`src/source/conv_cfg.svh`:
```
`ifndef CONV_CFG_SVH
`define CONV_CFG_SVH

// Samples, weights and the bias are signed Q8.8.
`define CONV_DATA_W 16
`define CONV_FRAC_W 8

// A 3x3 window, stored row-major.
`define CONV_TAPS 9

`define CONV_AXIL_ADDR_W 8
`define CONV_AXIL_DATA_W 32

// One multiplier stage and three adder stages.
`define CONV_PIPE_LATENCY 4

`endif
```
`src/source/conv_types_pkg.sv`:
```
`default_nettype none

`include "conv_cfg.svh"

package conv_types_pkg;

	typedef logic signed [`CONV_DATA_W-1:0] sample_t;

	// Tap 0 is the top left pixel and tap 8 the bottom right one.
	typedef struct packed {
		sample_t [`CONV_TAPS-1:0] tap;
	} pixel_window_t;

	// Weights use the same tap order as the window.
	typedef struct packed {
		sample_t                  bias;
		sample_t [`CONV_TAPS-1:0] weight;
	} weight_set_t;

	// Products already rescaled back to Q8.8.
	typedef struct packed {
		sample_t [`CONV_TAPS-1:0] product;
	} product_set_t;

	// Levels of the adder tree.
	// The value of the last level is the tree's register depth.
	typedef enum logic [1:0] {
		ADD_STAGE_INPUT = 2'd0,
		ADD_STAGE_PAIR  = 2'd1,
		ADD_STAGE_QUAD  = 2'd2,
		ADD_STAGE_FINAL = 2'd3
	} adder_stage_e;

endpackage

`default_nettype wire

```
`src/source/channel_tree_adder.sv`:
```
`default_nettype none

`include "conv_cfg.svh"

module channel_tree_adder (
	input  wire logic                           clk,
	input  wire logic                           rst,
	input  wire conv_types_pkg::product_set_t   products,
	input  wire logic                           products_valid,
	input  wire logic signed [`CONV_DATA_W-1:0] bias,
	input  wire logic                           relu_enable,
	output logic signed [`CONV_DATA_W-1:0]      result,
	output logic                                result_valid
);
	import conv_types_pkg::*;

	localparam int TREE_DEPTH = int'(ADD_STAGE_FINAL);

	// The last tap is paired with the bias at the first level.
	// That sum then rides along untouched until the final add.
	typedef struct packed {
		sample_t       tap_bias;
		sample_t [3:0] pair;
	} pair_stage_t;

	typedef struct packed {
		sample_t       tap_bias;
		sample_t [1:0] quad;
	} quad_stage_t;

	typedef struct packed {
		sample_t tap_bias;
		sample_t taps;
	} final_stage_t;

	pair_stage_t            pair_d;
	pair_stage_t            pair_q;
	quad_stage_t            quad_d;
	quad_stage_t            quad_q;
	final_stage_t           final_d;
	final_stage_t           final_q;
	sample_t                tree_sum;
	logic [TREE_DEPTH-1:0]  valid_pipe;

	// All sums wrap at the sample width.
	always_comb
	begin
		for (int i = 0; i < 4; i++)
		begin
			pair_d.pair[i] = products.product[2*i] + products.product[2*i+1];
		end
		pair_d.tap_bias = products.product[`CONV_TAPS-1] + bias;

		quad_d.quad[0]  = pair_q.pair[0] + pair_q.pair[1];
		quad_d.quad[1]  = pair_q.pair[2] + pair_q.pair[3];
		quad_d.tap_bias = pair_q.tap_bias;

		final_d.taps     = quad_q.quad[0] + quad_q.quad[1];
		final_d.tap_bias = quad_q.tap_bias;
	end

	always_ff @(posedge clk)
	begin
		pair_q  <= pair_d;
		quad_q  <= quad_d;
		final_q <= final_d;
	end

	always_ff @(posedge clk or posedge rst)
	begin
		if (rst)
			valid_pipe <= '0;
		else
			valid_pipe <= {valid_pipe[TREE_DEPTH-2:0], products_valid};
	end

	assign tree_sum     = final_q.taps + final_q.tap_bias;
	assign result       = (relu_enable && tree_sum[`CONV_DATA_W-1]) ? '0 : tree_sum;
	assign result_valid = valid_pipe[TREE_DEPTH-1];

endmodule

`default_nettype wire

```
`config.mk`:
```
export PLATFORM = sky130hd
export DESIGN_NAME = channel_tree_adder
export DESIGN_NICKNAME = d
export VERILOG_FILES = /design/src/source/conv_types_pkg.sv /design/src/source/channel_tree_adder.sv
export VERILOG_INCLUDE_DIRS = /design/src /design/src/source
export SDC_FILE = /design/constraint.sdc
export NUM_CORES = 1
export LEC_CHECK = 0
export ABC_AREA = 1
export BUFFER_PORTS_ARGS = -buffer_cell sky130_fd_sc_hd__buf_2
export CAP_MARGIN = 20
export CORE_ASPECT_RATIO = 1.2
export CORE_MARGIN = 2
export CORE_UTILIZATION = 55
export DETAILED_ROUTE_END_ITERATION = 8
export PLACE_DENSITY = 0.76
export RECOVER_POWER = 100
export SLEW_MARGIN = 20
export SYNTH_ARGS = -nofsm -noshare
export SYNTH_HDL_FRONTEND = slang
export SYNTH_SLANG_ARGS = --single-unit
```
`constraint.sdc`:
```
create_clock -name clk -period 2.8 [get_ports clk]
set_input_delay 0.42 -clock clk [delete_from_list [all_inputs] [get_ports clk]]
set_output_delay 0.42 -clock clk [all_outputs]
set_load 0.02 [all_outputs]
```
# Yosys cells after proc, flatten, opt, wreduce, memory -nomap -nowiden

Cells that the tools add are included.

Register bits after elaboration: 163
Bits of input ports: 164
Output and inout port bits: 17
Logic and storage cells: 22

$add $sub $neg: 9
Mux-type cells: 1
Reduce and logical (&&, ||, !) cells: 1

Operator list:

| kind               | number |
|---|---|
| adder 16 bit       | 9 |
| two-way mux 16 bit | 1 |
| logical AND 1 bit  | 1 |

# Longest topological paths before layout

Depth in word-level cells: 3
Mapped depth: 13
Depth with buffers taken out: 13

# Least setup slack after synthesis

No wires, ideal clock.

Kind: reg2out
From: register final_q[2] (netlist bit)
To: output port result[6]
Data arrival time: 1.557 ns
Data required time: 2.380 ns
Setup slack: 0.823 ns
Cell stages (with the launch flop): 12
Buffers on the path: 1
Path through: dfxtp_1 ha_1 or2_4 nand3_2 nand2_2 nand2_2 nand2_2 nand2_2 nand3_4 buf_12 nand2_2 inv_2

Word-level cells in the longest chain between the ends: 3

RTL lines:

| element                | RTL line                 | source |
|---|---|---|
| from (decl)            | channel_tree_adder.sv:41 | `final_stage_t final_q;` |
| from (signal assigned) | channel_tree_adder.sv:66 | `final_q <= final_d;` |
| adder 16 bit *         | channel_tree_adder.sv:77 | `assign tree_sum = final_q.taps + final_q.tap_bias;` |
| logical AND 1 bit      | channel_tree_adder.sv:78 | `` assign result = (relu_enable && tree_sum[`CONV_DATA_W-1]) ? '0 : tree_sum; `` |
| two-way mux 16 bit *   | channel_tree_adder.sv:78 |  |
| to (decl)              | channel_tree_adder.sv:12 | `` output logic signed [`CONV_DATA_W-1:0] result, `` |

Mark *: on every way between the ends. The rest lies on a longest branch, timed or not.

# Final worst setup path

From: register final_q[10] (netlist bit)
To: output port result[14]

The elaborated chain is that of the path after synthesis.

==> impl_metrics.toml <==
[timing]
timing.final.crit_share_pct = 93.0
finalSetupViolCount = 0
finalMaxSlewViolations = 0
relSlewSlack_pct = 74.8
timing.setup.tns_ns = 0
clock-skew-final_ns = 0.00599
post-route-min-period_ns = 2.60
max_slew.worst_pin.slew_ns = 0.374
hold_viol = 0
grt_setup_unrepaired = "false"
max_freq_mhz = 384

[status]
outcome = "complete, no violations"

[place]
hpwlAfterDp_mm = 19.6
placed_cells_incl_taps = 1828
port-buffer-count = 180
gp_congestion = 0.892

[critical_path]
worstPathMaxFanout = 5
crit_end = "result[14]"
most_frequent_cell_on_the_critical_path = "sky130_fd_sc_hd__nand2_1"
required_ns = 2.38
setup_cp_type = "reg2out"
worstRegToRegCells = 8
reg2reg_to = "final_q[10]"
critical_path.startpoint = "final_q[10]"
timing.critical_path.depth = 11
critPathArrivalTime_ns = 2.18
timing.critical_path.to_type = "output pin"
timing.reg2reg.setup_slack_ns = 0.95
worstPathCellList = "ha_1 > nand2_1 > nor3_1 > and2_0 > nand2_1 > nand2_1 > nand2_1 > nand2_1 > nand2_2 > inv_2 > buf_2"
crit_path_top_delay_cell = "sky130_fd_sc_hd__ha_1"
timing.critical_path.max_delay_family = "simple AND/OR/NAND/NOR gates"
timing.critical_path.buf_inv = 2
setup.worst_path.start_class = "flop"
max_stage_delay_ns = 0.37
regToRegStartpoint = "quad_q[16]"

[floorplanning]
start_util_pct = 55.5
std_cell_rows = 55
die-width_um = 129
pin_count = 181
die_y_um = 155
floorplan_die_area_mm2 = 0.0200
core-area_mm2 = 0.0187

[cts]
worst_path_clk_slew_ns = 0.06
tritoncts.num_buffers = 17
cts_num_sinks = 163
cts_tree = "yes"
cts.repair_timing.setup_buffer_count = 0
clockBufferDepth = 2
worst_skew_pair.late_latency_ns = 0.43
clock-root-buffer = "sky130_fd_sc_hd__clkbuf_16"
clock_tree.htree_level_count = 4

[synthesis]
postSynthRegisterBits = 163
syn_area_mm2 = 0.0104
synth-seq-area-share_pct = 31.6
synthesis.yosys.warnings = 0
synth_cells = 1393
avgSynthCellArea_um2 = 7.45
postSynthNetCount = 1701
netlist-cell-type-count = 31

[layout]
n_antenna_cell = 0
finish.cell_count_without_fillers = 1862
area.growth.synth_to_final_pct = 17.1
finish.net_count = 1901
fraction_of_final_layout_cells_sized_beyond_drive_strength_1_pct = 15.4

[global_routing]
overflow = 0
grt_pass1_wl_mm = 38.5
maximum_number_of_pins_on_one_net_before_global_route_repair = 17
first_global_vias = 8965
global_route.usage.total_pct = 23.8
antenna_found_initial = 1

[route]
detail_route.wl_per_cell_um = 12.4
drt-pass1-iter-count = 5
routed_via_density = 4.98
postRouteAntennaNets = 0
first_iter_violations = 352
detail_route.wirelength_mm = 23.0
via_count = 9277
post-route-drc-count = 0

[pwr]
total_leakage_power_uw = 0.00657
power.density_cell_area_mw_per_mm2 = 977
max-vdd-ir-drop_v = 0.000596

[hold_path]
path_category_of_the_worst_min_delay_check = "in2reg"

[flow_run]
max-cap-violations = 0
-- per-layer routing --
| metal | global-route usage (%) | share of wire, % | vias up |
|---|---|---|---|
| li1 | - | - | 4936 |
| met1 | 26.9 | 42 | 4076 |
| met4 | 9.47 | 2.8 | 2 |
| met2 | 43.9 | 51 | 219 |
| met3 | 3.94 | 3.8 | 44 |
| met5 | 0 | 0.056 | - |
-- worst register-to-register path: cells and delay by family, from the launching register on --
family          cells  cell delay, ns
compound gates      1            0.20
xor+xnor            1            0.13
fa+ha+maj           2            0.65
flops               1            0.37
simple gates        4            0.43
-- repair_timing --
item                                   in CTS  in global routing
resized for setup                           0                  4
endpoints found under the hold margin       3                  0
setup endpoints to repair                   0                 15
hold buffers                                1                  0
-- through the flow --
| stage | total power [µW] | hold WS, ns | instance area, µm² | setup WS (ns) | util [%] |
|---|---|---|---|---|---|
| floorplan | 8290 | 0.174 | 10400 | 0.823 | - |
| global placement | 9710 | 0.282 | 11600 | 0.564 | 61.9 |
| detailed placement | 9800 | 0.286 | 11600 | 0.516 | 61.9 |
| CTS | 12000 | 0.0749 | 12200 | 0.0402 | 64.9 |
| global route | 13100 | 0.0815 | 12200 | 0.00871 | 65.0 |
| finish | 11900 | 0.0919 | 12200 | 0.197 | 65.0 |
-- cells in the mapped netlist --
master                     instances  area share [%]
sky130_fd_sc_hd__nand3_1         105             5.1
sky130_fd_sc_hd__a31oi_1          10            0.60
sky130_fd_sc_hd__inv_1           143             5.2
sky130_fd_sc_hd__nand2_2          19             1.1
sky130_fd_sc_hd__dfrtp_1           3            0.72
sky130_fd_sc_hd__a21oi_1         102             4.9
sky130_fd_sc_hd__ha_1            135              16
sky130_fd_sc_hd__xor2_1           89             7.5
sky130_fd_sc_hd__or2_4             1           0.084
sky130_fd_sc_hd__nand2_1         405              15
sky130_fd_sc_hd__o31ai_1           4            0.29
sky130_fd_sc_hd__fa_1              9             1.7
sky130_fd_sc_hd__nor2_1          100             3.6
sky130_fd_sc_hd__a21oi_4           1            0.16
sky130_fd_sc_hd__o21ai_0          12            0.58
sky130_fd_sc_hd__nor3_2            1           0.096
sky130_fd_sc_hd__a21oi_2           1           0.084
sky130_fd_sc_hd__nand4_1           7            0.42
sky130_fd_sc_hd__buf_12            1            0.19
sky130_fd_sc_hd__nor2b_1           4            0.24
sky130_fd_sc_hd__dfxtp_1         160              31
sky130_fd_sc_hd__xnor2_1          15             1.3
sky130_fd_sc_hd__and2_1            1           0.060
sky130_fd_sc_hd__nor2_2            1           0.060
sky130_fd_sc_hd__nand3b_1         16             1.2
sky130_fd_sc_hd__nor3_1            6            0.29
sky130_fd_sc_hd__inv_2            11            0.40
sky130_fd_sc_hd__o21bai_1         16             1.2
sky130_fd_sc_hd__nand3_2           2            0.19
sky130_fd_sc_hd__o21a_1           12            0.87
sky130_fd_sc_hd__nand3_4           1            0.17
-- layout make-up --
| cell class | count | area [µm²] |
|---|---|---|
| clock buffers | 18 | 439 |
| inverters | 154 | 578 |
| multi-input cells | 1076 | 6520 |
| clock inverters | 14 | 119 |
| fillers | 1705 | 6560 |
| flip-flops and latches | 163 | 3280 |
| repair buffers | 181 | 908 |
| well taps | 256 | 320 |
-- cell families (layout without fill, tap and decap cells) --
| group | after synthesis | after routing | synth area share, % |
|---|---|---|---|
| flops | 163 | 163 | 31.6 |
| fa+ha+maj | 144 | 144 | 18.0 |
| compound gates | 158 | 158 | 8.65 |
| simple gates | 669 | 670 | 27.2 |
| xor+xnor | 104 | 104 | 8.77 |
| buf+inv | 155 | 367 | 5.76 |
-- layout by cell type (no fill, tap or decap), drive strengths merged, types with 2 or more instances in the layout --
master,synthesis,final
nand4,7,7
buf,1,172
ha,135,135
dfrtp,3,3
a21oi,104,104
clkbuf,0,26
nor2b,4,4
a31oi,10,10
nor3,7,7
o21ai,12,12
dfxtp,160,160
nand3,108,109
inv,154,161
clkinvlp,0,2
o21bai,16,16
o21a,12,12
nand2,424,424
fa,9,9
nand3b,16,16
nor2,101,101
clkinv,0,5
xor2,89,89
o31ai,4,4
xnor2,15,15
-- where the power goes --
group	switching [µW]	internal (µW)	leakage (µW)
combinational	3980	2410	0.00491
sequential	278	3070	0.00138
clock	955	1180	0.000271
total	5220	6670	0.00657
-- worst min-delay path by stage --
stage / start / endpoint / depth (start not counted)
final: products_valid / valid_pipe[0] / 1
after global routing: products_valid / valid_pipe[0] / 1
after CTS: products_valid / valid_pipe[0] / 1
after detailed placement: rst / valid_pipe[0] / 2
after global placement: rst / valid_pipe[0] / 2
after floorplan: rst / valid_pipe[0] / 1
-- state kept, by name, summed over array words and instances, names as in the netlist --
name        flops
final_q        32
final_d        16
valid_pipe      3
pair_q         80
quad_q         32
Power figures use the tool's default switching activity.
