--- src/source/conv_cfg.svh ---
`ifndef CONV_CFG_SVH
`define CONV_CFG_SVH

// Samples, weights and the bias are signed Q8.8.
`define CONV_DATA_W 16
`define CONV_FRAC_W 8

// A 3x3 window, stored row-major.
`define CONV_TAPS 9

`define CONV_AXIL_ADDR_W 8
`define CONV_AXIL_DATA_W 32

// One multiplier stage and three adder stages.
`define CONV_PIPE_LATENCY 4

`endif
--- src/source/axil_pkg.sv ---
`default_nettype none

`include "conv_cfg.svh"

package axil_pkg;

	typedef logic [`CONV_AXIL_ADDR_W-1:0] axil_addr_t;
	typedef logic [`CONV_AXIL_DATA_W-1:0] axil_data_t;

	typedef enum logic [1:0] {
		OKAY   = 2'b00,
		SLVERR = 2'b10
	} axil_resp_e;

	// Fields driven by the master.
	typedef struct packed {
		axil_addr_t                     awaddr;
		logic                           awvalid;
		axil_data_t                     wdata;
		logic [`CONV_AXIL_DATA_W/8-1:0] wstrb;
		logic                           wvalid;
		logic                           bready;
		axil_addr_t                     araddr;
		logic                           arvalid;
		logic                           rready;
	} axil_req_t;

	// Fields driven by the slave.
	typedef struct packed {
		logic       awready;
		logic       wready;
		axil_resp_e bresp;
		logic       bvalid;
		logic       arready;
		axil_data_t rdata;
		axil_resp_e rresp;
		logic       rvalid;
	} axil_rsp_t;

	// Register map. Bit 0 of CTRL enables ReLU.
	typedef enum logic [`CONV_AXIL_ADDR_W-1:0] {
		WEIGHT0 = 8'h00,
		WEIGHT1 = 8'h04,
		WEIGHT2 = 8'h08,
		WEIGHT3 = 8'h0c,
		WEIGHT4 = 8'h10,
		WEIGHT5 = 8'h14,
		WEIGHT6 = 8'h18,
		WEIGHT7 = 8'h1c,
		WEIGHT8 = 8'h20,
		BIAS    = 8'h24,
		CTRL    = 8'h28
	} conv_reg_e;

endpackage

`default_nettype wire

--- src/source/conv_types_pkg.sv ---
`default_nettype none

`include "conv_cfg.svh"

package conv_types_pkg;

	typedef logic signed [`CONV_DATA_W-1:0] sample_t;

	// Tap 0 is the top left pixel and tap 8 the bottom right one.
	typedef struct packed {
		sample_t [`CONV_TAPS-1:0] tap;
	} pixel_window_t;

	// Weights use the same tap order as the window.
	typedef struct packed {
		sample_t                  bias;
		sample_t [`CONV_TAPS-1:0] weight;
	} weight_set_t;

	// Products already rescaled back to Q8.8.
	typedef struct packed {
		sample_t [`CONV_TAPS-1:0] product;
	} product_set_t;

	// Levels of the adder tree.
	// The value of the last level is the tree's register depth.
	typedef enum logic [1:0] {
		ADD_STAGE_INPUT = 2'd0,
		ADD_STAGE_PAIR  = 2'd1,
		ADD_STAGE_QUAD  = 2'd2,
		ADD_STAGE_FINAL = 2'd3
	} adder_stage_e;

endpackage

`default_nettype wire

--- src/source/conv_regs.sv ---
`default_nettype none

`include "conv_cfg.svh"

module conv_regs (
	input  wire logic                   clk,
	input  wire logic                   rst,
	input  wire axil_pkg::axil_req_t    axil_req,
	output axil_pkg::axil_rsp_t         axil_rsp,
	output conv_types_pkg::weight_set_t weights,
	output logic                        relu_enable
);
	import axil_pkg::*;
	import conv_types_pkg::*;

	typedef enum logic [1:0] {
		WR_IDLE,
		WR_COLLECT,
		WR_RESP
	} wr_state_e;

	typedef enum logic [1:0] {
		RD_IDLE,
		RD_ADDR,
		RD_RESP
	} rd_state_e;

	wr_state_e  wr_state;
	rd_state_e  rd_state;
	logic       aw_done;
	logic       w_done;
	logic       aw_ready;
	logic       w_ready;
	logic       ar_ready;
	logic       aw_hs;
	logic       w_hs;
	logic       ar_hs;
	logic       b_hs;
	logic       r_hs;
	logic       wr_commit;
	axil_addr_t wr_addr;
	sample_t    wr_data;
	axil_resp_e bresp_q;
	axil_resp_e rresp_q;
	axil_data_t rdata_q;

	function automatic logic addr_mapped(input axil_addr_t addr);
		case (conv_reg_e'(addr))
			WEIGHT0, WEIGHT1, WEIGHT2, WEIGHT3, WEIGHT4,
			WEIGHT5, WEIGHT6, WEIGHT7, WEIGHT8, BIAS, CTRL:
				return 1'b1;
			default:
				return 1'b0;
		endcase
	endfunction

	function automatic axil_data_t sign_extend(input sample_t value);
		return {{(`CONV_AXIL_DATA_W-`CONV_DATA_W){value[`CONV_DATA_W-1]}}, value};
	endfunction

	function automatic axil_data_t read_value(input axil_addr_t addr);
		axil_data_t data;
		data = '0;
		case (conv_reg_e'(addr))
			WEIGHT0, WEIGHT1, WEIGHT2, WEIGHT3, WEIGHT4,
			WEIGHT5, WEIGHT6, WEIGHT7, WEIGHT8:
				data = sign_extend(weights.weight[addr[5:2]]);
			BIAS:
				data = sign_extend(weights.bias);
			CTRL:
				data[0] = relu_enable;
			default:
				data = '0;
		endcase
		return data;
	endfunction

	// Address and data are taken independently; the write fires once both are in.
	assign aw_ready  = (wr_state == WR_COLLECT) && !aw_done;
	assign w_ready   = (wr_state == WR_COLLECT) && !w_done;
	assign ar_ready  = (rd_state == RD_ADDR);
	assign aw_hs     = axil_req.awvalid && aw_ready;
	assign w_hs      = axil_req.wvalid && w_ready;
	assign ar_hs     = axil_req.arvalid && ar_ready;
	assign b_hs      = axil_req.bready && (wr_state == WR_RESP);
	assign r_hs      = axil_req.rready && (rd_state == RD_RESP);
	assign wr_commit = (wr_state == WR_COLLECT) && aw_done && w_done;

	always_ff @(posedge clk or posedge rst)
	begin
		if (rst)
		begin
			wr_state <= WR_IDLE;
			aw_done  <= 1'b0;
			w_done   <= 1'b0;
		end
		else
		begin
			case (wr_state)
				WR_IDLE:
				begin
					aw_done  <= 1'b0;
					w_done   <= 1'b0;
					wr_state <= WR_COLLECT;
				end
				WR_COLLECT:
				begin
					if (aw_hs)
						aw_done <= 1'b1;
					if (w_hs)
						w_done <= 1'b1;
					if (wr_commit)
						wr_state <= WR_RESP;
				end
				WR_RESP:
				begin
					if (b_hs)
						wr_state <= WR_IDLE;
				end
				default:
					wr_state <= WR_IDLE;
			endcase
		end
	end

	always_ff @(posedge clk or posedge rst)
	begin
		if (rst)
			rd_state <= RD_IDLE;
		else
		begin
			case (rd_state)
				RD_IDLE:
					rd_state <= RD_ADDR;
				RD_ADDR:
				begin
					if (ar_hs)
						rd_state <= RD_RESP;
				end
				RD_RESP:
				begin
					if (r_hs)
						rd_state <= RD_IDLE;
				end
				default:
					rd_state <= RD_IDLE;
			endcase
		end
	end

	// Only the low half of the write data is kept.
	always_ff @(posedge clk or posedge rst)
	begin
		if (rst)
		begin
			weights     <= '0;
			relu_enable <= 1'b0;
		end
		else if (wr_commit)
		begin
			case (conv_reg_e'(wr_addr))
				WEIGHT0, WEIGHT1, WEIGHT2, WEIGHT3, WEIGHT4,
				WEIGHT5, WEIGHT6, WEIGHT7, WEIGHT8:
					weights.weight[wr_addr[5:2]] <= wr_data;
				BIAS:
					weights.bias <= wr_data;
				CTRL:
					relu_enable <= wr_data[0];
				default:
					;
			endcase
		end
	end

	always_ff @(posedge clk)
	begin
		if (aw_hs)
			wr_addr <= axil_req.awaddr;
		if (w_hs)
			wr_data <= axil_req.wdata[`CONV_DATA_W-1:0];
		if (wr_commit)
			bresp_q <= addr_mapped(wr_addr) ? OKAY : SLVERR;
		if (ar_hs)
		begin
			rdata_q <= read_value(axil_req.araddr);
			rresp_q <= addr_mapped(axil_req.araddr) ? OKAY : SLVERR;
		end
	end

	always_comb
	begin
		axil_rsp.awready = aw_ready;
		axil_rsp.wready  = w_ready;
		axil_rsp.bresp   = bresp_q;
		axil_rsp.bvalid  = (wr_state == WR_RESP);
		axil_rsp.arready = ar_ready;
		axil_rsp.rdata   = rdata_q;
		axil_rsp.rresp   = rresp_q;
		axil_rsp.rvalid  = (rd_state == RD_RESP);
	end

endmodule

`default_nettype wire

--- config.mk ---
export PLATFORM = sky130hd
export DESIGN_NAME = conv_regs
export DESIGN_NICKNAME = d
export VERILOG_FILES = /design/src/source/axil_pkg.sv /design/src/source/conv_types_pkg.sv /design/src/source/conv_regs.sv
export VERILOG_INCLUDE_DIRS = /design/src /design/src/source
export SDC_FILE = /design/constraint.sdc
export NUM_CORES = 1
export LEC_CHECK = 0
export BUFFER_PORTS_ARGS = -buffer_cell sky130_fd_sc_hd__buf_2
export CAP_MARGIN = 20
export CORE_MARGIN = 2
export CORE_UTILIZATION = 49
export CTS_BUF_LIST = sky130_fd_sc_hd__clkbuf_4 sky130_fd_sc_hd__clkbuf_8
export DETAILED_ROUTE_END_ITERATION = 8
export GPL_TIMING_DRIVEN = 0
export PLACE_DENSITY = 0.77
export REMOVE_ABC_BUFFERS = 1
export SLEW_MARGIN = 20
export SYNTH_ARGS = -nofsm -noshare
export SYNTH_HDL_FRONTEND = slang
export SYNTH_SLANG_ARGS = --single-unit
--- constraint.sdc ---
create_clock -name clk -period 5.15 [get_ports clk]
set_clock_uncertainty 0.05 [all_clocks]
set_input_delay 1.03 -clock clk [delete_from_list [all_inputs] [get_ports clk]]
set_output_delay 1.03 -clock clk [all_outputs]
set_load 0.02 [all_outputs]
### Word-level counts from Yosys, hierarchy flattened

Cells that the tools add are included.

* bits in registers: 227
* input port bits: 59
* output and inout bits: 202
* word-level logic and storage cells: 104

* $lt $le $gt $ge: 3
* equality and inequality tests: 30
* multiplexer cells: 23
* reduce and logical (&&, ||, !) cells: 28

Operators by type and width (number)
* bitwise mux 144 bit: 1
* binary-select mux 16 bit (select 4 bit): 1
* demux 16 bit (select 4 bit): 1
* equality test 8 x 5 -> 1 bit (second input constant): 8
* one-hot mux 31 bit (2 select lines): 1
* equality test 8 x 6 -> 1 bit (second input constant): 6
* equality test 8 x 4 -> 1 bit (second input constant): 4
* two-way mux 16 bit: 2
* OR reduction 11 bit: 2
* OR reduction 9 bit: 2
* equality test 8 x 3 -> 1 bit (second input constant): 2
* logical NOT 8 bit: 2
* AND reduction 2 bit: 7
* two-way mux 2 bit: 6
* one-hot mux 2 bit (3 select lines): 2
* logical AND 1 bit: 10
* less-than comparator 4 x 5 -> 1 bit (second input constant): 2
* two-way mux 1 bit: 6
* inequality test 2 x 1 -> 1 bit (second input constant): 3
* inequality test 2 bit (second input constant): 3
* equality test 2 x 1 -> 1 bit (second input constant): 2
* equality test 2 bit (second input constant): 2
* >= comparator 4 x 1 -> 1 bit (second input constant): 1
* logical NOT 2 bit: 2
* other kinds (4): 6

### Depth between registers and ports, before layout

* depth in word-level cells: 5
* mapped depth: 7

### Least setup slack after synthesis

OpenSTA, ideal clock, no wires.

* path type: input to register
* from: input axil_req[4] (netlist bit)
* to: register rdata_q[10], data pin
* setup time: 0.261 ns
* arrival time: 2.568 ns
* data required time: 4.839 ns
* setup slack: 2.271 ns
* stages: 7
* buffers on the path: 3
* path through: clkbuf_1 > clkbuf_1 > buf_2 > mux2i_1 > o22ai_1 > o21a_1 > a221o_1

* longest elaborated chain between the ends: 3

RTL lines
* start, declared: line conv_regs.sv:8 `input wire axil_pkg::axil_req_t axil_req,`
* binary-select mux 16 bit (select 4 bit), or another cell as far along: line conv_regs.sv:67 `data = sign_extend(weights.weight[addr[5:2]]);`
* two-way mux 16 bit (implied by the code) or OR reduction 9 bit (tied branches): line conv_regs.sv:67, conv_regs.sv:64
* one-hot mux 31 bit (2 select lines) (*): line conv_regs.sv:64 `case (conv_reg_e'(addr))`
* end signal, assigned: line conv_regs.sv:185 `rdata_q <= read_value(axil_req.araddr);`
* end, declared: line conv_regs.sv:45 `axil_data_t rdata_q;`

Mark *: on every way between the ends. The rest lies on a longest branch, timed or not. The select of a mux whose other input is x is not followed.
A chain may end at the register's enable or synchronous reset.

### Worst setup path after layout

* from: input axil_req[5] (netlist bit)
* to: register rdata_q[12], data pin

Same word-level chain as after synthesis.

==> run_results.csv <==
group,metric,value,unit
detailed_routing,drc,0,
floorplan,dieWidth,141,um
critical_path,crit_path_max_fanout,15,
worst_hold_path,hold_end,"wr_state[0]$_DFFE_PP0P_",
grt,grt_pass1_vias,6097,
cts,clk_pin_slew_worst_paths,60,ps
logic_synthesis,synth_warnings,0,
critical_path,crit_arrival,2920,ps
placement,dpl.hpwl,15400,um
pwr,power_leakage,5.93,nW
cts,cts_setup_buffers,0,
critical_path,rrSetupSlack,2590,ps
pwr,power_density,384,nW/um2
cts,cts_buffer_depth,3,
logic_synthesis,yosys_most_used_dff,"dfrtp_1",
logic_synthesis,syn_area,9170,um2
detailed_routing,drt-met1-wl,10300,um
status,status,"finished clean",
sta,whs,420,ps
detailed_routing,drt-total-wl,24900,um
sta,hold_violations,0,
critical_path,rr_startpoint,"wr_addr[1]$_DFFE_PP_",
logic_synthesis,yosysSeqAreaShare,0.593,
cts,cts-htree-levels,2,
sta,relSlewSlack,0.214,
grt,antenna_found_initial,0,
logic_synthesis,synthArstFlopShare,0.799,
floorplan,die_area,19800,um2
floorplan,ioPinCount,261,
grt,grt_max_degree,89,
logic_synthesis,synth_top_cells_by_area,"dfrtp_1 (46%), mux2_2 (20%), edfxtp_1 (14%)",
cells_and_area,syn_to_final_growth,22.1,%
cts,cts-root-buf,"clkbuf_8",
cts,hold_buffers,0,
critical_path,critPathBufInv,1,
sta,slew_viol_final,0,
floorplan,rows,50,
worst_hold_path,hold_depth,1,
cts,clock-sinks,209,
sta,fin_crit_sh,0.504,
critical_path,slowest_stage,"nand3b_1",
grt,overflow,0,
placement,place_area,10500,um2
cts,clk_latency,520,ps
critical_path,worstSetupEndpointType,"flip-flop",
worst_hold_path,hold_path.startpoint,"wr_state[1]$_DFFE_PP0P_",
critical_path,path_delay_family,"simple AND/OR/NAND/NOR gates",
sta,period_needed,2600,ps
sta,max_freq,385,MHz
cts,cts_resized,0,
flow_run,maxCapViolations,0,
placement,gp_congestion,0.750,
detailed_routing,ant_nets,0,
critical_path,slowest_delay,860,ps
sta,setup_viol,0,
detailed_routing,first_iter_violations,265,
detailed_routing,met3_wirelength,1990,um
floorplan,core,18500,um2
logic_synthesis,synth_enable_flop_cells,42,
sta,rsz0062_at_grt,"no",
logic_synthesis,syn_avg_cell_area,14.6,um2
cells_and_area,nNetsFinal,906,
cells_and_area,drive_gt1_frac,0.567,
grt,gr-usage-all-layers,0.246,
placement,io_buffer_count,238,
critical_path,path_cells,"buf_2, nand3b_1, o22ai_1, o21a_1, a221o_1",
detailed_routing,via_per_inst,5.60,
grt,grt_first_pass_wirelength,36600,um
cells_and_area,antennaDiodeCount,0,
logic_synthesis,synthCells,629,
logic_synthesis,yosys_register_bits,209,
cells_and_area,stdcell_area,11200,um2
cts,numCtsBuffers,37,
logic_synthesis,yosysUniqueCellTypes,38,
detailed_routing,first_pass_iters,4,
logic_synthesis,yosysTopAreaCell,"dfrtp_1",
detailed_routing,top_layer,"met4",
worst_hold_path,hold_class,"reg2reg",
detailed_routing,wl_per_cell,22.6,um
critical_path,r2r-end,"weights[54]$_DFFE_PP0P_",
pwr,power,4.30,mW
floorplan,die_y,141,um
detailed_routing,dr_total_vias,6179,
critical_path,reg2regPathDepth,4,
pwr,ir_drop,0.242,mV
critical_path,crit_required,5480,ps
cts,tritoncts,"built",
critical_path,critical_path_class,"in2reg",
detailed_routing,met2_wirelength,12100,um
critical_path,critPathLaunchType,"input pin",
logic_synthesis,synthDominantCellAreaShare,0.456,
floorplan,start_util,0.495,
sta,tightest_slew,1180,ps
## layer usage
layer	vias to the layer above	GRT usage
li1	2744	-
met1	3138	0.326
met2	259	0.406
met3	38	0.0666
met4	0	0.0674
met5	-	0
## cell families after synthesis
group,count (synthesis),synth area share
AOI/OAI and AO/OA,72,0.0576
xor gates and xnor gates,1,0.000955
buffers and inverters,74,0.0423
DFF,209,0.593
muxes,225,0.269
other,1,0.000409
and+or+nand+nor,47,0.0366
## cells in the final DEF (no fill, tap or decap), types with 5 or more instances in the layout
cell	count
nor2_1	11
edfxtp_1	42
o22ai_1	30
clkbuf_4	16
buf_2	237
a221o_1	15
inv_1	6
mux2i_1	63
dfrtp_1	167
mux2_2	161
nand2_2	8
clkbuf_8	43
o21a_1	14
nand2_1	5
## stage by stage
step,worst slack (ps),std cells,util,setup TNS [ps]
3_3_place_gp,-2430,1035,0.556,-407690
5_1_grt,2440,1104,0.605,0
4_1_cts,2570,1104,0.605,0
3_5_place_dp,2050,1042,0.565,0
2_1_floorplan,-448,563,-,-74880
6_report,2550,1104,0.605,0
## registers in the layout, indices dropped and copies added (netlist names), 2 cells and up
register / flops
rd_state: 2
weights: 160
rdata_q: 16
wr_addr: 8
wr_data: 16
wr_state: 2
## worst max-delay path by stage
stage | depth (start not counted) | from | end
floorplan | 1 | rst | aw_done$_DFFE_PP0P_
global placement | 2 | rst | weights[95]$_DFFE_PP0P_
detailed placement | 6 | axil_req[3] | rdata_q[12]$_SDFFCE_PN0P_
CTS | 4 | wr_addr[1]$_DFFE_PP_ | weights[54]$_DFFE_PP0P_
global route | 4 | wr_addr[1]$_DFFE_PP_ | weights[54]$_DFFE_PP0P_
finish | 5 | axil_req[5] | rdata_q[12]$_SDFFCE_PN0P_
## synthesized netlist by cell type, types with 12 or more instances
master      n
mux2i_1    63
a221o_1    15
dfrtp_1   167
o21a_1     14
buf_2      16
mux2_2    161
o22ai_1    30
nor2_1     12
clkbuf_1   13
edfxtp_1   42
buf_1      15
buf_4      22
## power by group
| part | switching, mW | total, mW | leakage [nW] | internal, mW |
|---|---|---|---|---|
| clock | 0.649 | 1.52 | 0.388 | 0.868 |
| sequential | 0.173 | 2.06 | 2.70 | 1.89 |
| combinational | 0.466 | 0.723 | 2.84 | 0.257 |
| total | 1.29 | 4.30 | 5.93 | 3.01 |
## final cells by class
class | count | area, um2
Timing Repair Buffer | 245 | 1320
Fill cell | 1498 | 7320
Multi-Input combinational cell | 347 | 3380
Sequential cell | 209 | 5440
Clock buffer | 59 | 712
Clock inverter | 3 | 16.3
Inverter | 7 | 33.8
Tap cell | 234 | 293
No activity file was read; power rests on OpenSTA's default activity.
